**config.mk**
```make
export PLATFORM = sky130hd
export DESIGN_NAME = mcu_irq_ctrl
export DESIGN_NICKNAME = d
export VERILOG_FILES = /design/src/hdl/irq_pkg.sv /design/src/hdl/irq_src_if.sv /design/src/hdl/irq_sync_stage.sv /design/src/hdl/irq_pending_stage.sv /design/src/hdl/irq_priority_stage.sv /design/src/hdl/mcu_irq_ctrl.sv
export SDC_FILE = /design/constraint.sdc
export NUM_CORES = 1
export LEC_CHECK = 0
export BUFFER_PORTS_ARGS = -buffer_cell sky130_fd_sc_hd__buf_2
export CAP_MARGIN = 5
export CORE_MARGIN = 2
export CORE_UTILIZATION = 25
export CTS_CLUSTER_DIAMETER = 150
export DETAILED_ROUTE_END_ITERATION = 7
export RECOVER_POWER = 25
export SLEW_MARGIN = 15
export SYNTH_ARGS = -nofsm -noshare
export SYNTH_HDL_FRONTEND = slang
export SYNTH_SLANG_ARGS = --single-unit
```
**constraint.sdc**
```tcl
create_clock -name clk_i -period 1.2 [get_ports clk_i]
set_clock_uncertainty 0.05 [all_clocks]
set_input_delay 0.12 -clock clk_i [delete_from_list [all_inputs] [get_ports clk_i]]
set_output_delay 0.12 -clock clk_i [all_outputs]
set_load 0.02 [all_outputs]
```
**src/hdl/irq_pkg.sv**
```systemverilog
// ##########################################################################
// widths, interrupt ids and vector types shared by the interrupt controller
// ##########################################################################

package irq_pkg;

  // core interrupt vector and id
  localparam int unsigned IRQ_W    = 32;
  localparam int unsigned IRQ_ID_W = 5;

  // level interrupt ids, as in the core's mip layout
  localparam int unsigned IRQ_ID_SW    = 3;
  localparam int unsigned IRQ_ID_TIMER = 7;
  localparam int unsigned IRQ_ID_EXT   = 11;

  // software, timer 0 and external
  localparam int unsigned LVL_IRQ_NUM = 3;

  // fast interrupts start at id 16, ids 30 and 31 stay unused
  localparam int unsigned FAST_IRQ_NUM  = 14;
  localparam int unsigned FAST_IRQ_BASE = 16;

  // source line counts
  localparam int unsigned TIMER_NUM   = 4;
  localparam int unsigned GPIO_AO_NUM = 8;

  typedef logic [IRQ_W-1:0]    irq_vec_t;
  typedef logic [IRQ_ID_W-1:0] irq_id_t;

  // fast bit k is id 16+k
  //   [2:0]  timer 1..3
  //   [3]    dma done
  //   [4]    spi
  //   [5]    spi flash
  //   [13:6] gpio ao 0..7
  typedef logic [FAST_IRQ_NUM-1:0] fast_irq_t;

endpackage

```
**src/hdl/irq_src_if.sv**
```systemverilog
// ##########################################################################
// synchronised interrupt sources, sync stage to pending stage
// ##########################################################################

`timescale 1ns/1ns

interface irq_src_if
  import irq_pkg::*;
();

  // one-cycle pulse per fast source on a rising edge
  fast_irq_t fast_rise;

  // synchronised levels
  logic      sw_lvl;
  logic      timer_lvl;
  logic      ext_lvl;

  modport sync (
    output fast_rise, sw_lvl, timer_lvl, ext_lvl
  );

  modport pend (
    input  fast_rise, sw_lvl, timer_lvl, ext_lvl
  );

endinterface

```
**src/hdl/irq_sync_stage.sv**
```systemverilog
// ##########################################################################
// source synchroniser and rising edge detect for the fast interrupts
// ##########################################################################

`timescale 1ns/1ns

module irq_sync_stage
  import irq_pkg::*;
(
  input  logic                   clk_i,
  input  logic                   rst_n_i,
  input  logic [TIMER_NUM-1:0]   timer_intr_i,
  input  logic                   dma_done_intr_i,
  input  logic                   spi_intr_i,
  input  logic                   spi_flash_intr_i,
  input  logic [GPIO_AO_NUM-1:0] gpio_ao_intr_i,
  input  logic                   irq_software_i,
  input  logic                   irq_external_i,
  irq_src_if.sync                src
);

  fast_irq_t              fast_raw;
  fast_irq_t              fast_s1;
  fast_irq_t              fast_s2;
  fast_irq_t              fast_s3;
  fast_irq_t              fast_rise_q;
  logic [LVL_IRQ_NUM-1:0] lvl_raw;
  logic [LVL_IRQ_NUM-1:0] lvl_s1;
  logic [LVL_IRQ_NUM-1:0] lvl_s2;
  logic [LVL_IRQ_NUM-1:0] lvl_q;

  // same packing as the mcu fast interrupt bus
  assign fast_raw = {
    gpio_ao_intr_i,
    spi_flash_intr_i,
    spi_intr_i,
    dma_done_intr_i,
    timer_intr_i[TIMER_NUM-1:1]
  };

  // timer 0 goes to the level path
  assign lvl_raw = {irq_external_i, timer_intr_i[0], irq_software_i};

  always_ff @(posedge clk_i or negedge rst_n_i) begin
    if (!rst_n_i) begin
      fast_s1     <= '0;
      fast_s2     <= '0;
      fast_s3     <= '0;
      fast_rise_q <= '0;
      lvl_s1      <= '0;
      lvl_s2      <= '0;
      lvl_q       <= '0;
    end else begin
      fast_s1     <= fast_raw;
      fast_s2     <= fast_s1;
      fast_s3     <= fast_s2;
      // registered so levels and rise pulses leave together
      fast_rise_q <= fast_s2 & ~fast_s3;
      lvl_s1      <= lvl_raw;
      lvl_s2      <= lvl_s1;
      lvl_q       <= lvl_s2;
    end
  end

  assign src.fast_rise = fast_rise_q;
  assign src.sw_lvl    = lvl_q[0];
  assign src.timer_lvl = lvl_q[1];
  assign src.ext_lvl   = lvl_q[2];

  // a rise pulse only follows a low to high step of the synchronised line
  a_rise_from_low: assert property (@(posedge clk_i) disable iff (!rst_n_i)
    (fast_rise_q & ~($past(fast_s2) & ~$past(fast_s2, 2))) == '0);

endmodule

```
**src/hdl/irq_pending_stage.sv**
```systemverilog
// ##########################################################################
// fast interrupt pending latches, acknowledge clear, 32-bit pending vector
// ##########################################################################

`timescale 1ns/1ns

module irq_pending_stage
  import irq_pkg::*;
(
  input  logic     clk_i,
  input  logic     rst_n_i,
  irq_src_if.pend  src,
  input  logic     irq_ack_i,
  input  irq_id_t  irq_ack_id_i,
  output irq_vec_t pending_o
);

  logic      ack_q;
  irq_id_t   ack_id_q;
  fast_irq_t fast_clr;
  fast_irq_t fast_pend;
  irq_vec_t  pending_d;
  irq_vec_t  pending_q;

  // ack registered so the clear lands one edge later
  always_ff @(posedge clk_i or negedge rst_n_i) begin
    if (!rst_n_i) begin
      ack_q    <= 1'b0;
      ack_id_q <= '0;
    end else begin
      ack_q    <= irq_ack_i;
      ack_id_q <= irq_ack_id_i;
    end
  end

  // only ids 16..29 map to a latch
  always_comb begin
    fast_clr = '0;
    for (int k = 0; k < FAST_IRQ_NUM; k++) begin
      if (ack_q && (ack_id_q == irq_id_t'(FAST_IRQ_BASE + k))) begin
        fast_clr[k] = 1'b1;
      end
    end
  end

  assign fast_pend = pending_q[FAST_IRQ_BASE +: FAST_IRQ_NUM];

  always_comb begin
    pending_d               = '0;
    pending_d[IRQ_ID_SW]    = src.sw_lvl;
    pending_d[IRQ_ID_TIMER] = src.timer_lvl;
    pending_d[IRQ_ID_EXT]   = src.ext_lvl;
    // set beats clear when both hit the same bit
    pending_d[FAST_IRQ_BASE +: FAST_IRQ_NUM] = src.fast_rise | (fast_pend & ~fast_clr);
  end

  always_ff @(posedge clk_i or negedge rst_n_i) begin
    if (!rst_n_i) begin
      pending_q <= '0;
    end else begin
      pending_q <= pending_d;
    end
  end

  assign pending_o = pending_q;

  a_ack_id_known: assert property (@(posedge clk_i) disable iff (!rst_n_i)
    irq_ack_i |-> !$isunknown(irq_ack_id_i));

endmodule

```
**src/hdl/irq_priority_stage.sv**
```systemverilog
// ##########################################################################
// enable mask, fixed priority select, registered request and id
// ##########################################################################

`timescale 1ns/1ns

module irq_priority_stage
  import irq_pkg::*;
(
  input  logic     clk_i,
  input  logic     rst_n_i,
  input  irq_vec_t pending_i,
  input  irq_vec_t irq_enable_i,
  output logic     irq_o,
  output irq_id_t  irq_id_o
);

  irq_vec_t masked;
  logic     irq_d;
  irq_id_t  id_d;
  logic     irq_q;
  irq_id_t  id_q;

  assign masked = pending_i & irq_enable_i;

  always_comb begin
    irq_d = 1'b0;
    id_d  = '0;
    // highest fast id wins, so scan upward and keep the last hit
    for (int k = 0; k < FAST_IRQ_NUM; k++) begin
      if (masked[FAST_IRQ_BASE + k]) begin
        irq_d = 1'b1;
        id_d  = irq_id_t'(FAST_IRQ_BASE + k);
      end
    end
    // then external, software, timer
    if (!irq_d) begin
      if (masked[IRQ_ID_EXT]) begin
        irq_d = 1'b1;
        id_d  = irq_id_t'(IRQ_ID_EXT);
      end else if (masked[IRQ_ID_SW]) begin
        irq_d = 1'b1;
        id_d  = irq_id_t'(IRQ_ID_SW);
      end else if (masked[IRQ_ID_TIMER]) begin
        irq_d = 1'b1;
        id_d  = irq_id_t'(IRQ_ID_TIMER);
      end
    end
  end

  always_ff @(posedge clk_i or negedge rst_n_i) begin
    if (!rst_n_i) begin
      irq_q <= 1'b0;
      id_q  <= '0;
    end else begin
      irq_q <= irq_d;
      id_q  <= id_d;
    end
  end

  assign irq_o    = irq_q;
  assign irq_id_o = id_q;

  a_id_legal: assert property (@(posedge clk_i) disable iff (!rst_n_i)
    irq_q |-> ((id_q inside {IRQ_ID_SW, IRQ_ID_TIMER, IRQ_ID_EXT}) ||
               ((id_q >= FAST_IRQ_BASE) && (id_q < FAST_IRQ_BASE + FAST_IRQ_NUM))));

  a_idle_id_zero: assert property (@(posedge clk_i) disable iff (!rst_n_i)
    !irq_q |-> (id_q == '0));

endmodule

```
**src/hdl/mcu_irq_ctrl.sv**
```systemverilog
// ##########################################################################
// interrupt controller top, sync, pending and priority stages in a row
// ##########################################################################

`timescale 1ns/1ns

module mcu_irq_ctrl
  import irq_pkg::*;
(
  input  logic                   clk_i,
  input  logic                   rst_n_i,

  // interrupt sources
  input  logic [TIMER_NUM-1:0]   timer_intr_i,
  input  logic                   dma_done_intr_i,
  input  logic                   spi_intr_i,
  input  logic                   spi_flash_intr_i,
  input  logic [GPIO_AO_NUM-1:0] gpio_ao_intr_i,
  input  logic                   irq_software_i,
  input  logic                   irq_external_i,

  // core side
  input  logic [IRQ_W-1:0]       irq_enable_i,
  input  logic                   irq_ack_i,
  input  logic [IRQ_ID_W-1:0]    irq_ack_id_i,
  output logic                   irq_o,
  output logic [IRQ_ID_W-1:0]    irq_id_o,
  output logic [IRQ_W-1:0]       irq_pending_o
);

  irq_src_if src_if ();

  irq_sync_stage u_sync (
    .clk_i,
    .rst_n_i,
    .timer_intr_i,
    .dma_done_intr_i,
    .spi_intr_i,
    .spi_flash_intr_i,
    .gpio_ao_intr_i,
    .irq_software_i,
    .irq_external_i,
    .src              (src_if.sync)
  );

  irq_pending_stage u_pending (
    .clk_i,
    .rst_n_i,
    .src          (src_if.pend),
    .irq_ack_i,
    .irq_ack_id_i,
    .pending_o    (irq_pending_o)
  );

  // pending vector also goes straight out to the core
  irq_priority_stage u_priority (
    .clk_i,
    .rst_n_i,
    .pending_i    (irq_pending_o),
    .irq_enable_i,
    .irq_o,
    .irq_id_o
  );

endmodule

```
[Word level (Yosys, flattened, before mapping)]
Index checks and enable logic that the tools add are counted.
W data, S select, Z words.
Cells by class
  add/subtract/negate cells: 0
  multiply operators: 0
  div/mod/pow operators: 0
  $lt $le $gt $ge: 0
  equality and inequality tests: 14
  shift operators: 0
  multiplexer cells: 50
  bitwise logic cells: 6
  reduce and logical (&&, ||, !) cells: 14
Operators with widths (number)
  $mux W5: 18
  $eq A5 B5 Y1 const B: 14
  $mux W1: 32
  $and A30 B30 Y30: 1
  $and A14 B14 Y14: 2
  $not A14 Y14: 2
  $logic_and A1 B1 Y1: 14
  $or A14 B14 Y14: 1
Storage, ports and cells
  register bits: 94
  latch bits: 0
  memory bits (writable): 0
  memory bits (read-only): 0
  bits of input ports: 57
  output and inout port bits: 38
  memories kept: 0

[Logic depth before layout (Yosys ltp)]
Gate-level depths: netlist of run 1.
  depth after elaboration: 19
  depth in mapped cells: 5
  mapped depth without buffers: 5

[By module]
A second synthesis of run 1 with hierarchy kept.
Unflattened totals
  cell total of the unflattened synthesis: 216
  area, all modules: 3250.6 um^2
By module, submodules not included
  irq_sync_stage: times used 1, cells each 79, area an instance 1819.2 um^2
  irq_pending_stage: times used 1, cells each 87, area an instance 999.7 um^2
  irq_priority_stage: times used 1, cells each 50, area an instance 431.7 um^2

[Worst setup path after synthesis of run 1]
Ideal clock, no wire load.
  kind: reg2reg
  start: register u_pending.pending_q[11] (netlist: u_pending.pending_o[11])
  end: register u_priority.id_q[1] (netlist: u_priority.irq_id_o[1])
  setup time: 0.129 ns
  data arrival time: 1.213 ns
  data required time: 1.021 ns
  path slack: -0.192 ns
  stages on the path, launching flop included: 5
  path buffers: 0
  clock period less this slack: 1.392 ns
  cells stage by stage: dfrtp_1 a222oi_1 o21ai_1 a21boi_1 o22ai_1
Between the ends
  word-level cells in the longest chain between the ends: 3
Ends and longest elaborated chain
  start, declared: line irq_pending_stage.sv:23  | irq_vec_t pending_q;
  start signal, assigned: line irq_pending_stage.sv:61  | pending_q <= pending_d;
  $and A30 B30 Y30: line irq_priority_stage.sv:24  | assign masked = pending_i & irq_enable_i;
  $mux W5: line irq_priority_stage.sv:38  | if (masked[IRQ_ID_EXT]) begin
  $mux W5: line irq_priority_stage.sv:37  | if (!irq_d) begin
  net u_priority.id_d[1]: line irq_priority_stage.sv:20  | irq_id_t id_d;
  end signal, assigned: line irq_priority_stage.sv:57  | id_q <= id_d;
  end, declared: line irq_priority_stage.sv:22  | irq_id_t id_q;
The timed path passes the listed nets, and every way through them passes these cells.

[Worst setup path after layout of run 1]
Same ends and word-level chain as after synthesis.

==> impl_metrics.csv, run 1 <==
group,metric,value,unit
status,status,"finished, violations left",
status,violations,"setup timing",
clock_network,cts_buffer_depth,2,
setup_path,worstPathArrival,1520,ps
setup_path,r2r_start,"u_pending.pending_o[11]$_DFF_PN0_",
placed_design,place_hpwl,4.460,mm
timing,rsz0062_at_grt,"true",
die,die_w,115.5,um
layout,areaGrowthSynthToFinish,50.28,%
routing,drtAntennaViolNets,0,
yosys,yosys_warnings,0,
clock_network,root_buffer,"clkbuf_16",
layout,final.fill_count,1156,
power,seqPwrFrac,48.2,%
clock_network,numCtsBuffers,9,
setup_path,r2r_slack,-160,ps
routing,viasPerCell,3.837,
hold_path,hold-path-endpoint,"u_priority.irq_id_o[0]$_DFF_PN0_",
yosys,synth_edf_count,0,
power,p_sw,1.558,mW
timing,fin_crit_sh,113.1,%
die,die_y,115.5,um
power,swShare,22.11,%
yosys,ys_seq_elements,94,
routing,wl_met3,319,um
timing,period_needed,1358,ps
power,clockPowerShare,42.5,%
setup_path,cp.depth,5,
placed_design,gp_congestion,0.8013,
clock_network,cts_num_sinks,94,
layout,multiInputGateArea,778.2,sq um
power,ir_drop,0.0005944,V
routing,drc,0,
yosys,synth_top_family_by_area,"simple AND/OR/NAND/NOR gates",
layout,antenna_cells,0,
placed_design,pre_cts_ws,-129.6,ps
setup_path,reg2reg_to,"u_priority.irq_id_o[1]$_DFF_PN0_",
setup_path,worst-path-buf-inv,1,
layout,drive_gt1_share,43.52,%
yosys,ys_seq_area_share,75.62,%
routing,vias,1976,
clock_network,clk_latency,330,ps
global_routing,grt_overflow,0,
power,power.density,1507,nW/um^2
placed_design,port_buffers,64,
global_routing,grt_pass1_wl,9.715,mm
yosys,synth.area.mux_share,0,%
hold_path,min_path_type,"in -> reg",
die,die-area,13350,sq um
power,power.internal,5.487,mW
layout,nets,399,
hold_path,min_from,"irq_enable_i[29]",
setup_path,worstPathMaxFanout,2,
power,p_leak,2.058,nW
setup_path,critPathSlowestCell,"dfrtp_2",
yosys,syn_avg_cell_area,14.95,sq um
routing,firstDrtPassIters,4,
timing,worst_slack,-157.6,ps
setup_path,worstRegToRegCells,5,
global_routing,grt_use_total,9.688,%
routing,wirelength,6.138,mm
hold_path,hold_depth,3,
timing,timing.fmax,0.7366,GHz
yosys,synth_area,3110,sq um
clock_network,cts.htree.levels,3,
yosys,synth_compound_area_share,9.614,%
global_routing,grt_pass1_vias,1992,
die,start_util,25.79,%
yosys,ys.flop_type,"dfrtp_1",
routing,wl_met2,3.056,mm
power,combPwrFrac,9.2,%
routing,top_layer,"met4",
timing,timing_hold_violations_final,0,
routing,met1_length,2.655,mm
setup_path,cp_top_family,"compound AO/OA/AOI/OAI gates",
clock_network,cts_tree,"done",
yosys,synthAdderAreaFrac,0,%
setup_path,cp-start-kind,"register",
yosys,yosys.area_share.simple,10.62,%
timing,finalSetupTns,-373.3,ps
die,num_rows,40,
setup_path,cp.required,1370,ps
global_routing,grt_max_degree,49,
flow_run,max_cap_violations,0,
setup_path,path_class,"reg -> reg",
timing,setup_viol,7,
layout,final_cells,515,
setup_path,slowest_delay,400,ps
clock_network,clk_pin_slew,70,ps
yosys,synth_cell_type_count,37,
routing,wl_per_cell,11.92,um
yosys,synth_xor_area_share,0,%
layout,seqCellArea,2365,sq um
routing,drtIter0Drc,97,
die,ios,95,
timing,slew_viol_final,0,
yosys,async_flop_share,100.0,%
setup_path,path_cells,"a222oi_1 > buf_4 > o21ai_2 > a21boi_2 > o22ai_1",
die,core_region_area,12060,sq um
yosys,synthCells,208,
placed_design,dp.cells,472,
setup_path,endpoint_kind,"register",
global_routing,antenna_found_initial,0,
[worst max path at each step]
stage | to | slack [ps] | from
global route | u_priority.irq_id_o[0]$_DFF_PN0_ | -180 | u_pending.pending_o[17]$_DFF_PN0_
global placement | u_priority.irq_id_o[1]$_DFF_PN0_ | -90 | u_pending.pending_o[11]$_DFF_PN0_
finish | u_priority.irq_id_o[1]$_DFF_PN0_ | -160 | u_pending.pending_o[11]$_DFF_PN0_
CTS | u_priority.irq_id_o[1]$_DFF_PN0_ | -140 | u_pending.pending_o[11]$_DFF_PN0_
detailed placement | u_priority.irq_id_o[1]$_DFF_PN0_ | -130 | u_pending.pending_o[11]$_DFF_PN0_
floorplan | u_priority.irq_id_o[1]$_DFF_PN0_ | -140 | u_pending.pending_o[11]$_DFF_PN0_
[synth_stat cells, drive strengths merged (2+ instances only)]
cell type / n / share of area (%)
nor3: 2 / 0.32
inv: 2 / 0.24
and2: 2 / 0.40
nand3: 5 / 0.80
nand2: 23 / 2.8
buf: 16 / 3.8
nor2: 4 / 0.56
nand2b: 4 / 0.80
a21o: 11 / 2.7
a22oi: 7 / 2.9
o21ai: 4 / 0.64
a32oi: 2 / 0.56
dfrtp: 94 / 76
nor2b: 16 / 3.2
[through the flow]
stage | power, mW | util, % | hold WS (ps) | area [sq um]
detailed placement | 3.976 | 32.19 | -42.48 | 3882
global route | 7.351 | 38.76 | 11.09 | 4674
CTS | 7.128 | 38.14 | 11.27 | 4601
finish | 7.045 | 38.76 | 2.967 | 4674
global placement | 3.960 | 32.19 | -42.54 | 3882
floorplan | 3.692 | - | -225.6 | 3187
[logic make-up after synthesis]
| family | Yosys count |
|---|---|
| AOI/OAI and AO/OA | 35 |
| buffers and inverters | 18 |
| DFF | 94 |
| other | 1 |
| and+or+nand+nor | 60 |
[timing repair]
| item | in CTS | in global routing |
|---|---|---|
| pin swaps | 6 | 19 |
| resized for setup | 40 | 18 |
| hold buffers | 25 | 0 |
| endpoints found under the hold margin | 118 | 0 |
| setup endpoints to repair | 19 | 30 |
| buffers inserted | 1 | 1 |
[metal layers]
metal	GRT usage (%)	vias up
li1	-	953
met3	3.033	13
met2	15.40	55
met4	4.016	0
met5	0	-
met1	12.30	955
[cell type report]
type	count	share of cell area, %
sequential	94	50.59
inverter	2	0.1606
clock buffer	10	4.898
timing repair buffer	125	21.23
tap	168	4.497
clock inverter	6	1.981
multi-input combinational	110	16.65
[layout by cell type, fill, tap and decap left out, drive strengths merged, types with 2 or more instances in the layout]
| cell type | instances |
|---|---|
| a21o | 11 |
| a22oi | 7 |
| a32oi | 2 |
| and2 | 2 |
| buf | 99 |
| bufinv | 2 |
| clkbuf | 11 |
| clkinvlp | 2 |
| conb | 15 |
| dfrtp | 94 |
| dlygate4sd3 | 25 |
| inv | 4 |
| nand2 | 23 |
| nand2b | 4 |
| nand3 | 5 |
| nor2 | 4 |
| nor2b | 16 |
| nor3 | 2 |
| o21ai | 4 |
[power by group through the flow]
stage	Clock [mW]	Sequential, mW	Combinational [mW]
2_1_floorplan	0	3.49	0.206
3_3_place_gp	0	3.45	0.513
3_5_place_dp	0	3.45	0.524
4_1_cts	3.10	3.39	0.633
5_1_grt	3.22	3.41	0.714
6_report	3.00	3.40	0.652
[worst min-delay path: stages]
cell and delay [ps]:
buf_2 100, a32oi_1 70, o221ai_2 60
[flip-flops by register name, summed over array words and instances, names as in the netlist]
signal	count
u_pending.ack_id_q	5
u_pending.ack_q	1
u_priority.irq_o	1
u_sync.fast_s2	14
u_sync.src.fast_rise	14
u_sync.lvl_s2	3
u_sync.lvl_s1	3
u_sync.fast_s1	14
u_priority.irq_id_o	5
u_sync.lvl_q	3
u_pending.pending_o	17
u_sync.fast_s3	14
Note: power is estimated with default switching activity, not from simulation.
==> run 2, diff against run 1 <==
REMOVE_ABC_BUFFERS = 1   (was not set)
==> run 2 against run 1 <==
Effect of this change: non-clock buffer count grew 5; cell area up 1.1%; via count is 2.4% higher; the flow still finishes with violations (setup timing); final cell count is 0.78% higher; worst hold slack better by 13 ps; critical path type unchanged; flip-flop and latch count did not move; setup slack better by 64 ps; fmax increased by 5.0%; die area did not move.
==> impl_metrics.csv, run 2 (synthesis results as in run 1) <==
group,metric,value,unit
global_routing,grt_overflow,0,
setup_path,reg2reg_to,"u_priority.irq_id_o[1]$_DFF_PN0_",
setup_path,cp.required,1370,ps
routing,drc,0,
power,p_leak,2.095,nW
clock_network,numCtsBuffers,9,
status,violations,"setup timing",
routing,drtAntennaViolNets,0,
power,clockPowerShare,40.9,%
die,die_y,115.5,um
clock_network,cts_num_sinks,94,
die,die-area,13350,sq um
die,die_w,115.5,um
setup_path,r2r_slack,-90,ps
flow_run,max_cap_violations,0,
setup_path,worstPathArrival,1460,ps
timing,slew_viol_final,0,
setup_path,critPathSlowestCell,"dfrtp_1",
layout,nets,404,
die,num_rows,40,
clock_network,cts_tree,"done",
power,ir_drop,0.0008141,V
timing,worst_slack,-93.33,ps
routing,firstDrtPassIters,4,
timing,period_needed,1293,ps
setup_path,worstPathMaxFanout,2,
layout,final_cell_mix,"dfrtp_1, buf_2, buf_6, dlygate4sd3_1, buf_4",
setup_path,path_class,"reg -> reg",
layout,drive_gt1_share,44.44,%
routing,wirelength,6.546,mm
routing,drtIter0Drc,111,
layout,final.fill_count,1137,
placed_design,dp.cells,470,
setup_path,worstRegToRegCells,4,
setup_path,endpoint_kind,"register",
layout,multiInputGateArea,792.0,sq um
clock_network,clk_pin_slew,70,ps
timing,setup_viol,6,
power,p_sw,1.608,mW
clock_network,cts_buffer_depth,2,
timing,timing.fmax,0.7732,GHz
layout,largest_reg_flops,17,
power,swShare,23.35,%
global_routing,antenna_found_initial,0,
hold_path,hold_depth,3,
setup_path,cp-start-kind,"register",
global_routing,use_met2,16.37,%
timing,timing_hold_violations_final,0,
die,core_region_area,12060,sq um
layout,final_cells,519,
clock_network,root_buffer,"clkbuf_16",
global_routing,grt_pass1_vias,2136,
power,seqPwrFrac,49.3,%
global_routing,busiest_layer,"met2",
global_routing,grt_use_total,10.30,%
die,start_util,25.79,%
placed_design,place_hpwl,4.495,mm
clock_network,clk_latency,340,ps
hold_path,min_from,"irq_enable_i[29]",
timing,hold-worst-slack,16.34,ps
global_routing,grt_pass1_wl,10.33,mm
layout,areaGrowthSynthToFinish,51.93,%
timing,fin_crit_sh,107.8,%
setup_path,path_cells,"a222oi_1 > o21ai_1 > a21boi_1 > o22ai_1",
layout,antenna_cells,0,
hold_path,min_path_type,"in -> reg",
timing,rsz0062_at_grt,"true",
setup_path,r2r_start,"u_pending.pending_o[11]$_DFF_PN0_",
status,status,"finished, violations left",
global_routing,grt_util_met1,12.38,%
power,power.internal,5.279,mW
power,power.density,1457,nW/um^2
global_routing,met3_usage,3.347,%
routing,vias,2023,
power,combPwrFrac,9.7,%
die,ios,95,
layout,final_common_cell,"dfrtp_1",
hold_path,hold-path-endpoint,"u_priority.irq_id_o[0]$_DFF_PN0_",
placed_design,port_buffers,64,
routing,viasPerCell,3.898,
clock_network,cts.htree.levels,3,
global_routing,grt_max_degree,70,
layout,seqCellArea,2357,sq um
setup_path,crit_path_start,"u_pending.pending_o[11]$_DFF_PN0_",
setup_path,slowest_delay,380,ps
placed_design,gp_congestion,0.8046,
routing,wl_per_cell,12.61,um
run 2: cell types whose count changed in the layout (fill, tap and decap cells not counted), sizes merged:
cell and delta:
buf +7, bufinv -1, clkbuf -2, clkinv +1
dlygate4sd3 -1
run 2: cell type report:
type	count	share of cell area (%)
sequential	94	49.88
timing repair buffer	130	22.48
inverter	2	0.1589
clock inverter	6	1.509
clock buffer	9	4.766
multi-input combinational	110	16.76
tap	168	4.448
run 2: metrics by stage:
stage          instance area (sq um)  setup TNS (ps)  utilization (%)  total power, mW  worst slack, ps
4_1_cts                         4562          -311.2            37.82            6.921           -70.56
5_1_grt                         4726           -1100            39.18            7.215           -164.4
2_1_floorplan                   3045          -430.1                -            3.648           -192.1
3_5_place_dp                    3831          -549.5            31.76            3.965           -145.3
6_report                        4726          -370.6            39.18            6.887           -93.33
3_3_place_gp                    3831          -305.1            31.76            3.948           -112.5
run 2: layer usage:
metal / part of all wire (%) / vias up
li1: - / 957
met1: 44 / 1001
met3: 4.9 / 13
met4: 2.4 / 0
met2: 49 / 52
met5: 0 / -
run 2: how the worst max path moves through the flow:
stage                                                   to  slack [ps]
final                     u_priority.irq_id_o[1]$_DFF_PN0_         -90
after global routing      u_priority.irq_id_o[1]$_DFF_PN0_        -160
after CTS                 u_priority.irq_id_o[1]$_DFF_PN0_         -70
after detailed placement  u_priority.irq_id_o[1]$_DFF_PN0_        -150
after global placement    u_priority.irq_id_o[1]$_DFF_PN0_        -110
after floorplan           u_priority.irq_id_o[1]$_DFF_PN0_        -190
run 2: critical path: cells and delay by family (launching register included):
kind | cells | cell delay [ps]
compound gates | 4 | 740
flops | 1 | 380
run 2: power by group through the flow:
stage	clock network (mW)	registers [mW]	logic (mW)
floorplan	0	3.49	0.161
global placement	0	3.45	0.503
CTS	2.90	3.39	0.632
finish	2.82	3.40	0.671
detailed placement	0	3.45	0.514
global route	3.07	3.41	0.732
run 2: what timing repair did:
action,4_1_cts,5_1_grt
endpoints found under the setup margin,22,35
hold endpoints to repair,118,0
hold buffers,24,0
cloned,0,0
gates resized for setup,46,35
buffers inserted,6,6
pin swaps,15,25
==> run 3, diff against run 2 <==
SYNTH_HIERARCHICAL = 1   (was not set)
==> run 3 against run 2 <==
Effect of this change: the flow still finishes with violations (setup timing); wire length rose by 3.4%; global-route usage rose by 0.38 points; die area rose by 4.3%; sequential power barely moved; utilization fell by 1.5 points; via count rose by 2.6%; synthesized area rose by 4.5%; flip-flop and latch count did not move; total power barely moved; count of clock-buffer cells in the layout did not move; worst hold slack got worse by 13 ps; fmax fell by 1.8%; critical endpoint is now u_priority/irq_id_o[1]$_DFF_PN0_; largest cell class unchanged.
==> impl_metrics.csv, run 3 <==
group,metric,value,unit
hold_path,hold_depth,3,
placed_design,place_hpwl,4.798,mm
yosys,synth_cell_type_count,37,
setup_path,cp.required,1370,ps
timing,setup_viol,5,
timing,timing_hold_violations_final,0,
die,start_util,25.65,%
layout,antenna_cells,0,
power,swShare,23.14,%
timing,rsz0062_at_grt,"true",
yosys,synth_top_area_share,72.36,%
global_routing,grt_pass1_vias,2187,
die,die_w,118.0,um
global_routing,grt_max_degree,38,
power,power.density,1443,nW/um^2
routing,firstDrtPassIters,4,
yosys,async_flop_share,100.0,%
timing,fin_crit_sh,109.8,%
power,p_leak,2.148,nW
layout,largest_reg_flops,17,
placed_design,dp.cells,484,
clock_network,root_buffer,"clkbuf_16",
flow_run,max_cap_violations,0,
timing,slew_viol_final,0,
timing,period_needed,1317,ps
power,clockPowerShare,40.5,%
layout,final_cells,531,
routing,wirelength,6.767,mm
yosys,syn_avg_cell_area,15.05,sq um
timing,timing.fmax,0.7593,GHz
routing,drtIter0Drc,74,
setup_path,cp-start-kind,"register",
global_routing,grt_pass1_wl,11.32,mm
setup_path,endpoint_kind,"register",
setup_path,slowest_delay,440,ps
yosys,synth_area_leaders,"dfrtp_1, nor2b_4, buf_4",
power,power.internal,5.298,mW
die,ios,95,
routing,drtAntennaViolNets,0,
die,num_rows,41,
power,seqPwrFrac,49.6,%
yosys,post-synth-top-area-cell,"dfrtp_1",
clock_network,clk_latency,340,ps
yosys,ys_seq_elements,94,
yosys,yosys_warnings,6,
clock_network,cts_tree,"done",
layout,final.fill_count,1219,
setup_path,worstPathArrival,1490,ps
hold_path,min_path_type,"in -> reg",
power,power,6.892,mW
setup_path,path_class,"reg -> reg",
placed_design,pre_cts_ws,-129.0,ps
power,p_sw,1.595,mW
clock_network,cts_num_sinks,94,
yosys,synthCells,216,
timing,worst_slack,-117.0,ps
routing,viasPerCell,3.908,
layout,final_common_cell,"dfrtp_1",
yosys,synth_edf_count,0,
routing,wl_per_cell,12.74,um
power,combPwrFrac,10.0,%
yosys,ys_seq_area_share,72.36,%
setup_path,worstPathMaxFanout,2,
die,core_region_area,12670,sq um
layout,areaGrowthSynthToFinish,46.96,%
yosys,synth_common_cells,"dfrtp_1, buf_4, nand2_1",
timing,timing_worst_slew_pin_value,630.1,ps
yosys,ys.flop_type,"dfrtp_1",
clock_network,clk_pin_slew,70,ps
routing,vias,2075,
yosys,synth_area,3251,sq um
global_routing,antenna_found_initial,0,
placed_design,port_buffers,64,
setup_path,path_cells,"a222oi_1 > o21ai_1 > a21boi_1 > o22ai_1",
setup_path,worstRegToRegCells,4,
status,status,"finished, violations left",
global_routing,grt_use_total,10.67,%
global_routing,grt_overflow,0,
status,violations,"setup timing",
die,die_y,118.0,um
layout,utilization,37.70,%
layout,final_cell_mix,"dfrtp_1, buf_2, buf_6, buf_4, dlygate4sd3_1",
placed_design,gp_congestion,0.8312,
layout,drive_gt1_share,42.34,%
clock_network,cts_buffer_depth,2,
timing,finalSetupTns,-263.9,ps
setup_path,critPathSlowestCell,"a222oi_1",
yosys,yosysMostFrequentCell,"dfrtp_1",
routing,drc,0,
die,die-area,13930,sq um
power,ir_drop,0.0006011,V
timing,maxSlewHeadroom,58.00,%
layout,nets,411,
clock_network,numCtsBuffers,9,
clock_network,cts.htree.levels,3,
## run 3: changes by cell type in the layout (fill, tap and decap cells not counted), sizes merged, moves of 4 or more
cell / change
a21o: -11
nor2: +10
a21oi: +9
nand2: -8
nor3b: +6
nand2b: -4
nand3: -4
## run 3: power groups by stage
stage	logic, mW	registers (mW)	clock network (mW)
final	0.687	3.42	2.79
after global routing	0.755	3.43	3.01
after CTS	0.670	3.41	2.88
after detailed placement	0.560	3.47	0
after global placement	0.551	3.47	0
after floorplan	0.187	3.51	0
## run 3: through the flow
step / hold WS [ps] / area [sq um]
floorplan: -225.6 / 3181
global placement: -9.246 / 4006
detailed placement: -3.188 / 4006
CTS: -11.09 / 4701
global route: 7.194 / 4777
finish: 3.504 / 4777
## run 3: critical path, delay by kind of cell, from the launching register on
kind	cells	cell delay, ps
AOI/OAI and AO/OA	4	770
DFF	1	380
## run 3: path summary, 6_finish.rpt
kind / start / endpoint / slack (ps)
worst max-delay path: u_pending/pending_o[11]$_DFF_PN0_ / u_priority/irq_id_o[1]$_DFF_PN0_ / -120
worst max register to register: u_pending/pending_o[11]$_DFF_PN0_ / u_priority/irq_id_o[1]$_DFF_PN0_ / -120
worst min-delay path: irq_enable_i[11] / u_priority/irq_id_o[3]$_DFF_PN0_ / 4
max in group asynchronous: rst_n_i / u_priority/irq_o$_DFF_PN0_ / 210
worst min register to register: u_sync/lvl_s1[2]$_DFF_PN0_ / u_sync/lvl_s2[2]$_DFF_PN0_ / 300
min in group asynchronous: rst_n_i / u_sync/fast_s1[6]$_DFF_PN0_ / 270
## run 3: cell families (layout without fill, tap and decap cells)
family	Yosys count	in the layout	synth area share (%)
other cells	1	15	0.1154
simple gates	63	63	14.13
buf+inv	23	152	4.465
flops	94	94	72.36
compound gates	35	35	8.930
## run 3: area by class of cell
class,instances,area (sq um),area share (%)
clock inverter,7,72.57,1.519
inverter,6,22.52,0.4715
timing repair buffer,130,1055,22.08
sequential,94,2354,49.27
clock buffer,9,225.2,4.715
multi-input combinational,113,833.3,17.44
tap,172,215.2,4.505
## run 3: what timing repair did
action	4_1_cts	5_1_grt
buffers inserted	3	3
setup endpoints to repair	19	24
hold endpoints to repair	119	0
hold buffers	25	0
gates resized for setup	36	17
pin swaps	12	6
## run 3: metal layers
metal  track usage [%]  part of all wire [%]  routed length, um  vias to the layer above
li1                  -                     -                  -                      988
met1             13.86                    45               3031                     1001
met2             15.66                    46               3110                       71
met3             3.828                   6.5                443                       15
met4             5.422                   2.7                181                        0
met5                 0                     0                  0                        -
